`src/source/fdc_config.svh`:
```
// FDC configuration constants
`ifndef FDC_CONFIG_SVH
`define FDC_CONFIG_SVH

// ====================================================================
// drive geometry and result queue
// ====================================================================
`define FDC_CYLINDERS  80 // seek target must stay below this
`define FDC_FIFO_DEPTH 4  // two bytes per command is the worst case

// main status register bit positions
`define FDC_MSR_RQM 7
`define FDC_MSR_DIO 6
`define FDC_MSR_CB  4

// status byte 0 values reported by sense interrupt
`define FDC_ST0_SEEK_END 8'h20
`define FDC_ST0_SEEK_ERR 8'hE8 // abnormal end with seek end and not ready
`define FDC_ST0_INVALID  8'h80

// status byte 3 bit positions
`define FDC_ST3_T0  4
`define FDC_ST3_RDY 5
`define FDC_ST3_WP  6
`define FDC_ST3_HD  2

`endif

```
`src/source/fdc_pkg.sv`:
```
// FDC shared types
package fdc_pkg;

	// ================================================================
	// command decode
	// ================================================================

	// values follow the u765 opcode bytes where one exists
	typedef enum logic [7:0] {
		SPECIFY     = 8'h03,
		SENSE_DRIVE = 8'h04,
		RECALIBRATE = 8'h07,
		SENSE_INT   = 8'h08,
		SEEK        = 8'h0F,
		INVALID     = 8'hFF  // anything not listed above
	} fdc_opcode_e;

	// ================================================================
	// command engine phases
	// ================================================================

	typedef enum logic [1:0] {
		IDLE        = 2'd0, // waiting for an opcode byte
		PARAM       = 2'd1, // collecting parameter bytes
		RESULT_WAIT = 2'd2  // second result byte goes out
	} fdc_phase_e;

	// ================================================================
	// strobes between blocks
	// ================================================================

	// data register write, host port to engine
	typedef struct packed {
		logic       valid; // one cycle wide
		logic [7:0] data;
	} host_write_t;

	// result byte, engine to FIFO
	typedef struct packed {
		logic       push;  // one cycle wide, no back-pressure
		logic [7:0] data;
	} result_byte_t;

	// both strobes are single cycle pulses, the payload is
	// only meaningful while the flag bit is high

	// a command yields at most two result bytes, so the
	// result queue can not fill up between host reads

	// the opcode byte itself is carried in host_write_t.data
	// and decoded by the engine into fdc_opcode_e

endpackage

```
`src/source/fdc_result_fifo.sv`:
```
// FDC result byte FIFO
`include "fdc_config.svh"

module fdc_result_fifo import fdc_pkg::*; (
	input  logic         clk_sys,
	input  logic         reset,
	input  result_byte_t result, // push side from the engine
	input  logic         pop,    // pop side from the host port
	output logic [7:0]   head,
	output logic         empty
);

	logic [7:0] mem [`FDC_FIFO_DEPTH];
	logic [$clog2(`FDC_FIFO_DEPTH)-1:0] rd_ptr;
	logic [$clog2(`FDC_FIFO_DEPTH)-1:0] wr_ptr;
	logic [$clog2(`FDC_FIFO_DEPTH):0]   count;
	logic do_push;
	logic do_pop;

	// advance a pointer with wrap at the last entry
	function automatic logic [$clog2(`FDC_FIFO_DEPTH)-1:0] next_ptr(
		input logic [$clog2(`FDC_FIFO_DEPTH)-1:0] ptr
	);
		if (ptr == ($clog2(`FDC_FIFO_DEPTH))'(`FDC_FIFO_DEPTH - 1))
			return '0;
		return ptr + 1'b1;
	endfunction

	assign do_pop  = pop & (count != '0);
	assign do_push = result.push & ((count != ($clog2(`FDC_FIFO_DEPTH) + 1)'(`FDC_FIFO_DEPTH)) | do_pop);

	// storage
	always_ff @(posedge clk_sys) begin
		if (do_push)
			mem[wr_ptr] <= result.data;
	end

	always_ff @(posedge clk_sys) begin
		if (reset) begin
			rd_ptr <= '0;
			wr_ptr <= '0;
			count  <= '0;
		end else begin
			if (do_push)
				wr_ptr <= next_ptr(wr_ptr);
			if (do_pop)
				rd_ptr <= next_ptr(rd_ptr);
			case ({do_push, do_pop})
				2'b10:   count <= count + 1'b1;
				2'b01:   count <= count - 1'b1;
				default: count <= count; // both or neither
			endcase
		end
	end

	assign head  = mem[rd_ptr]; // oldest byte
	assign empty = (count == '0);

endmodule

```
`src/source/fdc_host_port.sv`:
```
// FDC host bus port
`include "fdc_config.svh"

module fdc_host_port import fdc_pkg::*; (
	input  logic        clk_sys,
	input  logic        reset,
	input  logic        a0,
	input  logic        n_rd,
	input  logic        n_wr,
	input  logic [7:0]  din,
	input  logic        busy,
	input  logic        empty,
	input  logic [7:0]  head,
	output host_write_t cmd_write,
	output logic        pop,
	output logic [7:0]  dout
);

	logic rd_level;   // read access seen this edge
	logic wr_level;
	logic rd_prev;
	logic wr_prev;
	logic rd_start;
	logic wr_start;
	logic rd_data_q;  // data register read in flight
	logic rd_stat_q;  // main status read in flight
	logic [7:0] main_status;

	// ================================================================
	// access detection
	// ================================================================

	assign rd_level = n_wr & ~n_rd;
	assign wr_level = ~n_wr & n_rd;

	assign rd_start = rd_level & ~rd_prev; // first edge of a read
	assign wr_start = wr_level & ~wr_prev;

	// ================================================================
	// main status register
	// ================================================================

	always_comb begin
		main_status = 8'h00;
		// not ready for a byte while a write is being taken
		main_status[`FDC_MSR_RQM] = ~cmd_write.valid;
		main_status[`FDC_MSR_DIO] = ~empty;        // results waiting
		main_status[`FDC_MSR_CB]  = busy | ~empty;
	end

	// ================================================================
	// strobes and read data
	// ================================================================

	always_ff @(posedge clk_sys) begin
		if (reset) begin
			rd_prev   <= 1'b0;
			wr_prev   <= 1'b0;
			cmd_write <= '0;
			pop       <= 1'b0;
			rd_data_q <= 1'b0;
			rd_stat_q <= 1'b0;
			dout      <= 8'h00;
		end else begin
			rd_prev <= rd_level;
			wr_prev <= wr_level;

			// command bytes are ignored while results are pending
			cmd_write.valid <= wr_start & a0 & empty;
			cmd_write.data  <= din;

			// pop decided here, so dout below sees the same choice
			pop       <= rd_start & a0 & ~empty;
			rd_data_q <= rd_start & a0;
			rd_stat_q <= rd_start & ~a0;

			// second edge of the read loads dout
			if (rd_stat_q)
				dout <= main_status;
			else if (rd_data_q)
				dout <= pop ? head : 8'hFF; // empty queue reads as ff
		end
	end

endmodule

```
`src/source/fdc_command_engine.sv`:
```
// FDC command engine
`include "fdc_config.svh"

module fdc_command_engine import fdc_pkg::*; (
	input  logic         clk_sys,
	input  logic         reset,
	input  logic         ready,     // drive ready
	input  host_write_t  cmd_write,
	output result_byte_t result,
	output logic         busy
);

	fdc_phase_e  phase;
	fdc_opcode_e opcode;      // command being collected
	fdc_opcode_e decoded;     // decode of the incoming byte
	logic [1:0]  params_left;
	logic [7:0]  pcn;         // present cylinder
	logic [7:0]  st0;
	logic        pending;     // interrupt pending for sense int
	logic [7:0]  second_byte; // held for the RESULT_WAIT push
	logic [7:0]  st3;
	logic [7:0]  target_cyl;
	logic        seek_ok;

	// ================================================================
	// decode
	// ================================================================

	// u765 patterns, upper bits must be zero
	function automatic fdc_opcode_e decode_opcode(input logic [7:0] code);
		case (code)
			8'h03:   return SPECIFY;
			8'h04:   return SENSE_DRIVE;
			8'h07:   return RECALIBRATE;
			8'h0F:   return SEEK;
			8'h08:   return SENSE_INT;
			default: return INVALID;
		endcase
	endfunction

	// parameter bytes that follow the opcode
	function automatic logic [1:0] param_count(input fdc_opcode_e op);
		case (op)
			SPECIFY:     return 2'd2;
			SENSE_DRIVE: return 2'd1;
			RECALIBRATE: return 2'd1;
			SEEK:        return 2'd2;
			default:     return 2'd0;
		endcase
	endfunction

	assign decoded = decode_opcode(cmd_write.data);

	// ================================================================
	// drive status
	// ================================================================

	always_comb begin
		st3 = 8'h00;
		st3[`FDC_ST3_RDY] = ready;
		st3[`FDC_ST3_WP]  = ~ready;         // no drive, report protected
		st3[`FDC_ST3_T0]  = (pcn == 8'd0);
		st3[`FDC_ST3_HD]  = cmd_write.data[2];
	end

	// seek is instant, only the range is checked
	assign target_cyl = (opcode == RECALIBRATE) ? 8'd0 : cmd_write.data;
	assign seek_ok    = (target_cyl == 8'd0) ||
		(ready && (target_cyl < `FDC_CYLINDERS));

	// busy until the last result push has left
	assign busy = (phase != IDLE) | result.push;

	// ================================================================
	// command FSM
	// ================================================================

	always_ff @(posedge clk_sys) begin
		if (reset) begin
			phase       <= IDLE;
			opcode      <= INVALID;
			params_left <= 2'd0;
			pcn         <= 8'd0;
			st0         <= 8'd0;
			pending     <= 1'b0;
			result      <= '0;
		end else begin
			result.push <= 1'b0; // pulse only

			case (phase)
				IDLE: begin
					if (cmd_write.valid) begin
						opcode      <= decoded;
						params_left <= param_count(decoded);
						case (decoded)
							SENSE_INT: begin
								if (pending) begin
									result.push <= 1'b1;
									result.data <= st0;
									pending     <= 1'b0;
									phase       <= RESULT_WAIT; // cylinder follows
								end else begin
									result.push <= 1'b1;
									result.data <= `FDC_ST0_INVALID;
								end
							end
							INVALID: begin
								result.push <= 1'b1;
								result.data <= `FDC_ST0_INVALID;
								pending     <= 1'b0;
							end
							default: phase <= PARAM;
						endcase
					end
				end

				PARAM: begin
					if (cmd_write.valid) begin
						if (params_left == 2'd1) begin
							phase <= IDLE; // last parameter byte
							case (opcode)
								SEEK, RECALIBRATE: begin
									pending <= 1'b1;
									if (seek_ok) begin
										pcn <= target_cyl;
										st0 <= `FDC_ST0_SEEK_END;
									end else begin
										st0 <= `FDC_ST0_SEEK_ERR; // cylinder kept
									end
								end
								SENSE_DRIVE: begin
									result.push <= 1'b1;
									result.data <= cmd_write.data[0] ? 8'h01 : st3;
									pending     <= 1'b0;
								end
								default: ; // specify bytes are dropped
							endcase
						end else begin
							params_left <= params_left - 2'd1;
						end
					end
				end

				RESULT_WAIT: begin
					result.push <= 1'b1;
					result.data <= second_byte;
					phase       <= IDLE;
				end

				default: phase <= IDLE;
			endcase
		end
	end

	// result payload, loaded with the first sense int byte
	always_ff @(posedge clk_sys) begin
		if (phase == IDLE && cmd_write.valid)
			second_byte <= pcn;
	end

endmodule

```
`src/source/fdc_top.sv`:
```
// FDC host side top level
`include "fdc_config.svh"

module fdc_top import fdc_pkg::*; (
	input  logic       clk_sys,
	input  logic       reset,
	input  logic       ready,  // drive ready
	input  logic       a0,     // 0 main status, 1 data register
	input  logic       n_rd,
	input  logic       n_wr,
	input  logic [7:0] din,
	output logic [7:0] dout
);

	host_write_t  cmd_write; // host to engine
	result_byte_t result;    // engine to FIFO
	logic         pop;
	logic [7:0]   head;
	logic         empty;
	logic         busy;

	// ================================================================
	// bus side, consumer of results
	// ================================================================
	fdc_host_port u_host_port (
		.clk_sys   (clk_sys),
		.reset     (reset),
		.a0        (a0),
		.n_rd      (n_rd),
		.n_wr      (n_wr),
		.din       (din),
		.busy      (busy),
		.empty     (empty),
		.head      (head),
		.cmd_write (cmd_write),
		.pop       (pop),
		.dout      (dout)
	);

	// producer of result bytes
	fdc_command_engine u_command_engine (
		.clk_sys   (clk_sys),
		.reset     (reset),
		.ready     (ready),
		.cmd_write (cmd_write),
		.result    (result),
		.busy      (busy)
	);

	fdc_result_fifo u_result_fifo (
		.clk_sys (clk_sys),
		.reset   (reset),
		.result  (result),
		.pop     (pop),
		.head    (head),
		.empty   (empty)
	);

endmodule

```
`config.mk`:
```
export PLATFORM = sky130hd
export DESIGN_NAME = fdc_top
export DESIGN_NICKNAME = d
export VERILOG_FILES = /design/src/source/fdc_pkg.sv /design/src/source/fdc_result_fifo.sv /design/src/source/fdc_host_port.sv /design/src/source/fdc_command_engine.sv /design/src/source/fdc_top.sv
export VERILOG_INCLUDE_DIRS = /design/src /design/src/source
export SDC_FILE = /design/constraint.sdc
export NUM_CORES = 1
export LEC_CHECK = 0
export BUFFER_PORTS_ARGS = -buffer_cell sky130_fd_sc_hd__buf_4
export CELL_PAD_IN_SITES_DETAIL_PLACEMENT = 0
export CELL_PAD_IN_SITES_GLOBAL_PLACEMENT = 2
export CORE_ASPECT_RATIO = 1.1
export CORE_UTILIZATION = 35
export DETAILED_ROUTE_END_ITERATION = 10
export GPL_TIMING_DRIVEN = 0
export PLACE_DENSITY = 0.78
export SLEW_MARGIN = 5
export SYNTH_ARGS = -nofsm -noshare
export SYNTH_HDL_FRONTEND = slang
export SYNTH_SLANG_ARGS = --single-unit
```
`constraint.sdc`:
```
create_clock -name clk_sys -period 4.21 [get_ports clk_sys]
set_input_delay 0 -clock clk_sys [delete_from_list [all_inputs] [get_ports clk_sys]]
set_output_delay 0 -clock clk_sys [all_outputs]
set_load 0.005 [all_outputs]
```
Yosys cells after proc, flatten, opt, wreduce, memory -nomap -nowiden
Memories as Yosys holds them, arrays and structs flattened. A register that Yosys moved wholly into a read port is not among the register bits.
Index checks and enable logic that the tools add are counted.
Widths: inputs -> output; s select.
- reductions and logical operators: 25
- $add $sub $neg: 5
- equal/unequal tests: 32
- multiplexer cells: 46
- bitwise logic cells: 22
- magnitude comparators: 1
- operators by type and width (kind ; number):
    $eq 8x3->1 const B ; 6
    $mux 8 ; 6
    $eq 8x4->1 const B ; 5
    $pmux 8 s5 ; 1
    $mux 9 ; 4
    $pmux 9 s3 ; 1
    $mux 2 ; 13
    $pmux 9 s2 ; 1
    $eq 8x2->1 const B ; 2
    $logic_not 8->1 ; 2
    $pmux 2 s2 ; 4
    $mux 1 ; 12
    $ne 2x2->1 const B ; 6
    $reduce_and 6->1 ; 2
    $and 1x1->1 ; 11
    $reduce_and 5->1 ; 2
    $reduce_or 2->1 ; 5
    $eq 2x2->1 const B ; 4
    $eq 8x8->1 const B ; 1
    $lt 8x7->1 const B ; 1
    $not 1->1 ; 8
    $reduce_and 4->1 ; 2
    $reduce_bool 2->1 ; 4
    $mux 7 ; 1
    17 further kinds ; 27
- output and inout port bits: 8
- input bits: 14
- flip-flop bits (word level): 75
- word-level logic and storage cells: 153
- memory bits (writable): 32
- memories kept: 1
- memories (name ; depth ; width ; rd ports ; clocked after memory_dff ; write ports ; line ; RTL):
    u_result_fifo.mem ; 4 ; 8 ; 1 ; 1 ; 1 ; fdc_result_fifo.sv:13 ; logic [7:0] mem [`FDC_FIFO_DEPTH];

Depth between registers and ports, before layout
- depth in word-level cells: 7
- depth in mapped cells: 7
- mapped depth without buffers: 6

Hierarchy
A second synthesis with hierarchy kept.
- cell total of the unflattened synthesis: 350
- area total of the unflattened synthesis: 4106.4 µm²
- modules (own cells, without submodules) (module ; instances ; area an instance (µm²) ; cells each):
    fdc_command_engine ; 1 ; 1709.1 ; 191
    fdc_result_fifo ; 1 ; 1681.6 ; 100
    fdc_host_port ; 1 ; 715.7 ; 59

Worst setup path before layout
No wires, ideal clock.
- path kind: register to register
- start point: reg u_result_fifo.count[2]
- end point: reg u_result_fifo.count[2]
- data required time: 4.089 ns
- setup time: 0.121 ns
- buffers on the path: 1
- path slack: 2.229 ns
- data arrival time: 1.860 ns
- stages on the path, launching flop included: 7
- cell sequence: dfxtp_1 > o31ai_4 > or2_2 > clkbuf_1 > fa_1 > o22ai_2 > mux2_4
- longest elaborated chain between the ends: 6
- RTL lines (element ; line ; RTL):
    from (decl) ; fdc_result_fifo.sv:16 ; logic [$clog2(`FDC_FIFO_DEPTH):0] count;
    from (signal assigned) ; fdc_result_fifo.sv:49 ; 2'b10: count <= count + 1'b1;
    from (signal assigned) ; fdc_result_fifo.sv:50 ; 2'b01: count <= count - 1'b1;
    from (signal assigned) ; fdc_result_fifo.sv:51 ; default: count <= count;
    $reduce_bool 3->1 ; fdc_result_fifo.sv:29 ; assign do_pop = pop & (count != '0);
    $and 1x1->1 ; fdc_result_fifo.sv:29 ;
    $or 1x1->1 ; fdc_result_fifo.sv:30 ; assign do_push = result.push & ((count != ($clog2(`FDC_FIFO_DEPTH) + 1)'(`FDC_FIFO_DEPTH)) | do_pop);
    $and 1x1->1 ; fdc_result_fifo.sv:30 ;
    $eq 2x1->1 / $eq 2x2->1 (equally long branches) ; fdc_result_fifo.sv:48 ; case ({do_push, do_pop})
    $pmux 3 s2 / $reduce_bool 2->1 (equally long branches) ; - ;
Several ways; a longest one is shown, not always the timed one.
A chain may end at the register's enable or synchronous reset.

Worst setup path in the final report
Ends and elaborated chain as after synthesis.

==> out/summary.txt <==
Synth Area in Compound Gates = 0.140
maximum vdd drop = 0.000187 V
total grt overflow = 0
routed wire length = 8820 µm
Synth Area in Simple Gates = 0.175
crit path kind = reg -> reg
Required @ worst endpoint = 4.44 ns
final hold vios = 0
1st-pass router iterations = 4
layout cells sized above 1 = 0.174
core area = 11100 µm²
critical path startpoint category = flop
Mapped Avg Cell Area = 12.1 µm²
Post-Synth Adder-Cell Area = 0.0233
EDFF count, synth = 40
FFs w/ async S/R, synth = 0
# diodes = 0
CTS sink count = 99
Final HPWL DP = 6300 µm
CTS clk-pin slew, worst paths = 0.07 ns
Layout Nets = 400
first-pass GRT wire length = 14100 µm
crit-path cells = o31ai_4 > or2_2 > clkbuf_1 > fa_1 > o22ai_2 > mux2_4
fin. max-slew vios = 0
main combinational cell family by area after synthesis = simple AND/OR/NAND/NOR gates
vias per cell = 5.12
post-route ant nets = 0
slowest cell on the critical path = fa_1
Slowest Stage Delay on Critical Path = 0.47 ns
most common cell after layout, fill and taps aside = dfxtp_1
post-synthesis sequential area ratio = 0.585
yosys warns = 0
Post-synth top flop = dfxtp_1
Critical Path AT = 2.34 ns
Cell Rows = 40
routability cong. = 0.813
CP Max Fanout = 6
vias in the first global route = 2719
cts bufs inserted = 9
Slew @ Worst Pin = 0.638 ns
RSZ-0062 raised after global routing = false
fin util = 0.434
wire length per cell = 16.6 µm
commonest non-fill, non-tap cells in the layout = dfxtp_1, edfxtp_1, nor2_1
DIE WIDTH = 105 µm
relative slew slack = 0.573
mux contribution to synthesized area = 0.0507
synth-to-layout area growth = 18.4%
Resize count post-CTS = 0
routed via count = 2721
Pleak = 0.00169 µW
die area = 12100 µm²
reg2reg start = u_result_fifo.count[2]$_SDFFE_PP0P_
Final Setup Violations = 0
crit share post-route = 0.500
Starting DRT DRC Count = 132
pwr dens = 401 nW/µm²
Critical Path Sink Type = flop
R2R setup slack = 2.10 ns
drt drc = 0
Max clock buf depth = 2
root buf cell = clkbuf_16
worst hold-check path type = in -> reg
setup TNS = 0 ns
initial antenna violation count = 0
Highest Clock Rate = 0.475 GHz
Hold Startpoint = ready
Starting Density = 0.367
H-tree depth = 3
min Tclk post-route = 2.11 ns
Worst Hold Depth = 3
syn_nets = 357
io pins = 22
largest net degree at the start of global routing = 17
library cells used by synthesis = 65
die height = 115 µm
Clock Latency Late Sink = 0.34 ns
Worst Skew = 0.00663 ns
post-CTS setup buffers = 0
FF-to-FF End = u_result_fifo.count[2]$_SDFFE_PP0P_
Post-Synth XOR/XNOR Area = 0
status = finished, final reports clean
I/O Buffers = 20
post-synthesis cell count = 336
mapped cell area = 4080 µm²
cells on worst reg2reg path = 6
CTS tree = yes
GRT Resource Usage Total = 0.155
Yosys reg bits = 99
MaxCap Viol Count = 0
Hold Path End = u_command_engine.result[5]$_SDFFE_PP0P_
[final cells by class]
| type | count | area [µm²] |
|---|---|---|
| sequential | 99 | 2380 |
| multi-input combinational | 210 | 1580 |
| inverter | 10 | 37.5 |
| clock inverter | 5 | 61.3 |
| tap | 147 | 184 |
| buffer | 17 | 71.3 |
| fill | 1072 | 6290 |
| clock buffer | 11 | 233 |
| timing repair buffer | 32 | 270 |
[registers in the layout, summed over array words and instances, names as in the netlist, 2 cells and up, named ones only]
| signal | flops |
|---|---|
| u_command_engine.opcode | 4 |
| u_command_engine.params_left | 2 |
| u_command_engine.pcn | 8 |
| u_command_engine.phase | 2 |
| u_command_engine.result | 9 |
| u_command_engine.second_byte | 8 |
| u_command_engine.st0 | 2 |
| u_host_port.cmd_write | 9 |
| u_host_port.dout | 8 |
| u_result_fifo.count | 3 |
| u_result_fifo.mem | 32 |
| u_result_fifo.rd_ptr | 2 |
| u_result_fifo.wr_ptr | 2 |
[routing by layer]
layer | track usage | routed length [µm] | up-vias
li1 | - | - | 1355
met2 | 0.271 | 4360 | 47
met5 | 0 | 0 | -
met4 | 0.0676 | 156 | 0
met1 | 0.188 | 3970 | 1304
met3 | 0.0317 | 331 | 15
[report_power, final]
group	leakage [µW]	total [µW]	switching, µW	internal (µW)
sequential	0.000850	1020	13.6	1010
clock	0.000144	823	357	466
combinational	0.000698	92.1	48.2	43.8
[Yosys cell counts (7+ instances only)]
library cell | number | area share
a21oi_1 | 19 | 0.023
nor2b_1 | 13 | 0.020
mux4_2 | 8 | 0.044
nand2_1 | 15 | 0.014
inv_1 | 10 | 0.0092
nor2_1 | 30 | 0.028
o22ai_1 | 8 | 0.012
clkbuf_1 | 11 | 0.010
o21ai_0 | 8 | 0.0098
edfxtp_1 | 40 | 0.29
and3_1 | 9 | 0.014
dfxtp_1 | 59 | 0.29
nor3_1 | 9 | 0.011
a22o_1 | 7 | 0.015
[kinds of logic after synthesis]
logic type	Yosys count
muxes	10
DFF	99
and+or+nand+nor	118
buffers and inverters	27
adders and majority gates	7
AOI/OAI and AO/OA	75
[critical path, delay by kind of cell, from the launching register on]
kind | cells | cell delay, ns
AOI/OAI and AO/OA | 2 | 0.34
adders and majority gates | 1 | 0.47
buffers and inverters | 1 | 0.16
DFF | 1 | 0.44
muxes | 1 | 0.31
and+or+nand+nor | 1 | 0.29
[through the flow]
stage	hold WS, ns	total power (µW)	cells	setup slack (ns)	cell area (µm²)
2_1_floorplan	0.0716	1090	336	2.23	4080
3_3_place_gp	0.182	1120	503	2.12	4410
3_5_place_dp	0.187	1120	503	2.12	4410
4_1_cts	0.0172	1960	531	2.10	4820
5_1_grt	0.0714	2000	531	1.92	4820
6_report	0.0242	1930	531	2.10	4820
[worst max path at each step]
stage	from	end	depth (start not counted)
6_report	u_result_fifo.count[2]$_SDFFE_PP0P_	u_result_fifo.count[2]$_SDFFE_PP0P_	6
5_1_grt	u_command_engine.params_left[1]$_SDFFE_PP0P_	u_command_engine.pcn[6]$_SDFFE_PP0P_	6
4_1_cts	u_result_fifo.count[2]$_SDFFE_PP0P_	u_result_fifo.count[2]$_SDFFE_PP0P_	6
3_5_place_dp	u_result_fifo.count[2]$_SDFFE_PP0P_	u_result_fifo.count[2]$_SDFFE_PP0P_	6
3_3_place_gp	u_result_fifo.count[2]$_SDFFE_PP0P_	u_result_fifo.count[2]$_SDFFE_PP0P_	6
2_1_floorplan	u_result_fifo.count[2]$_SDFFE_PP0P_	u_result_fifo.count[2]$_SDFFE_PP0P_	6
[timing repair]
item	in CTS	in global routing
setup endpoints to repair	0	0
endpoints found under the hold margin	14	0
hold buffers	12	0
Power figures use the tool's default switching activity.
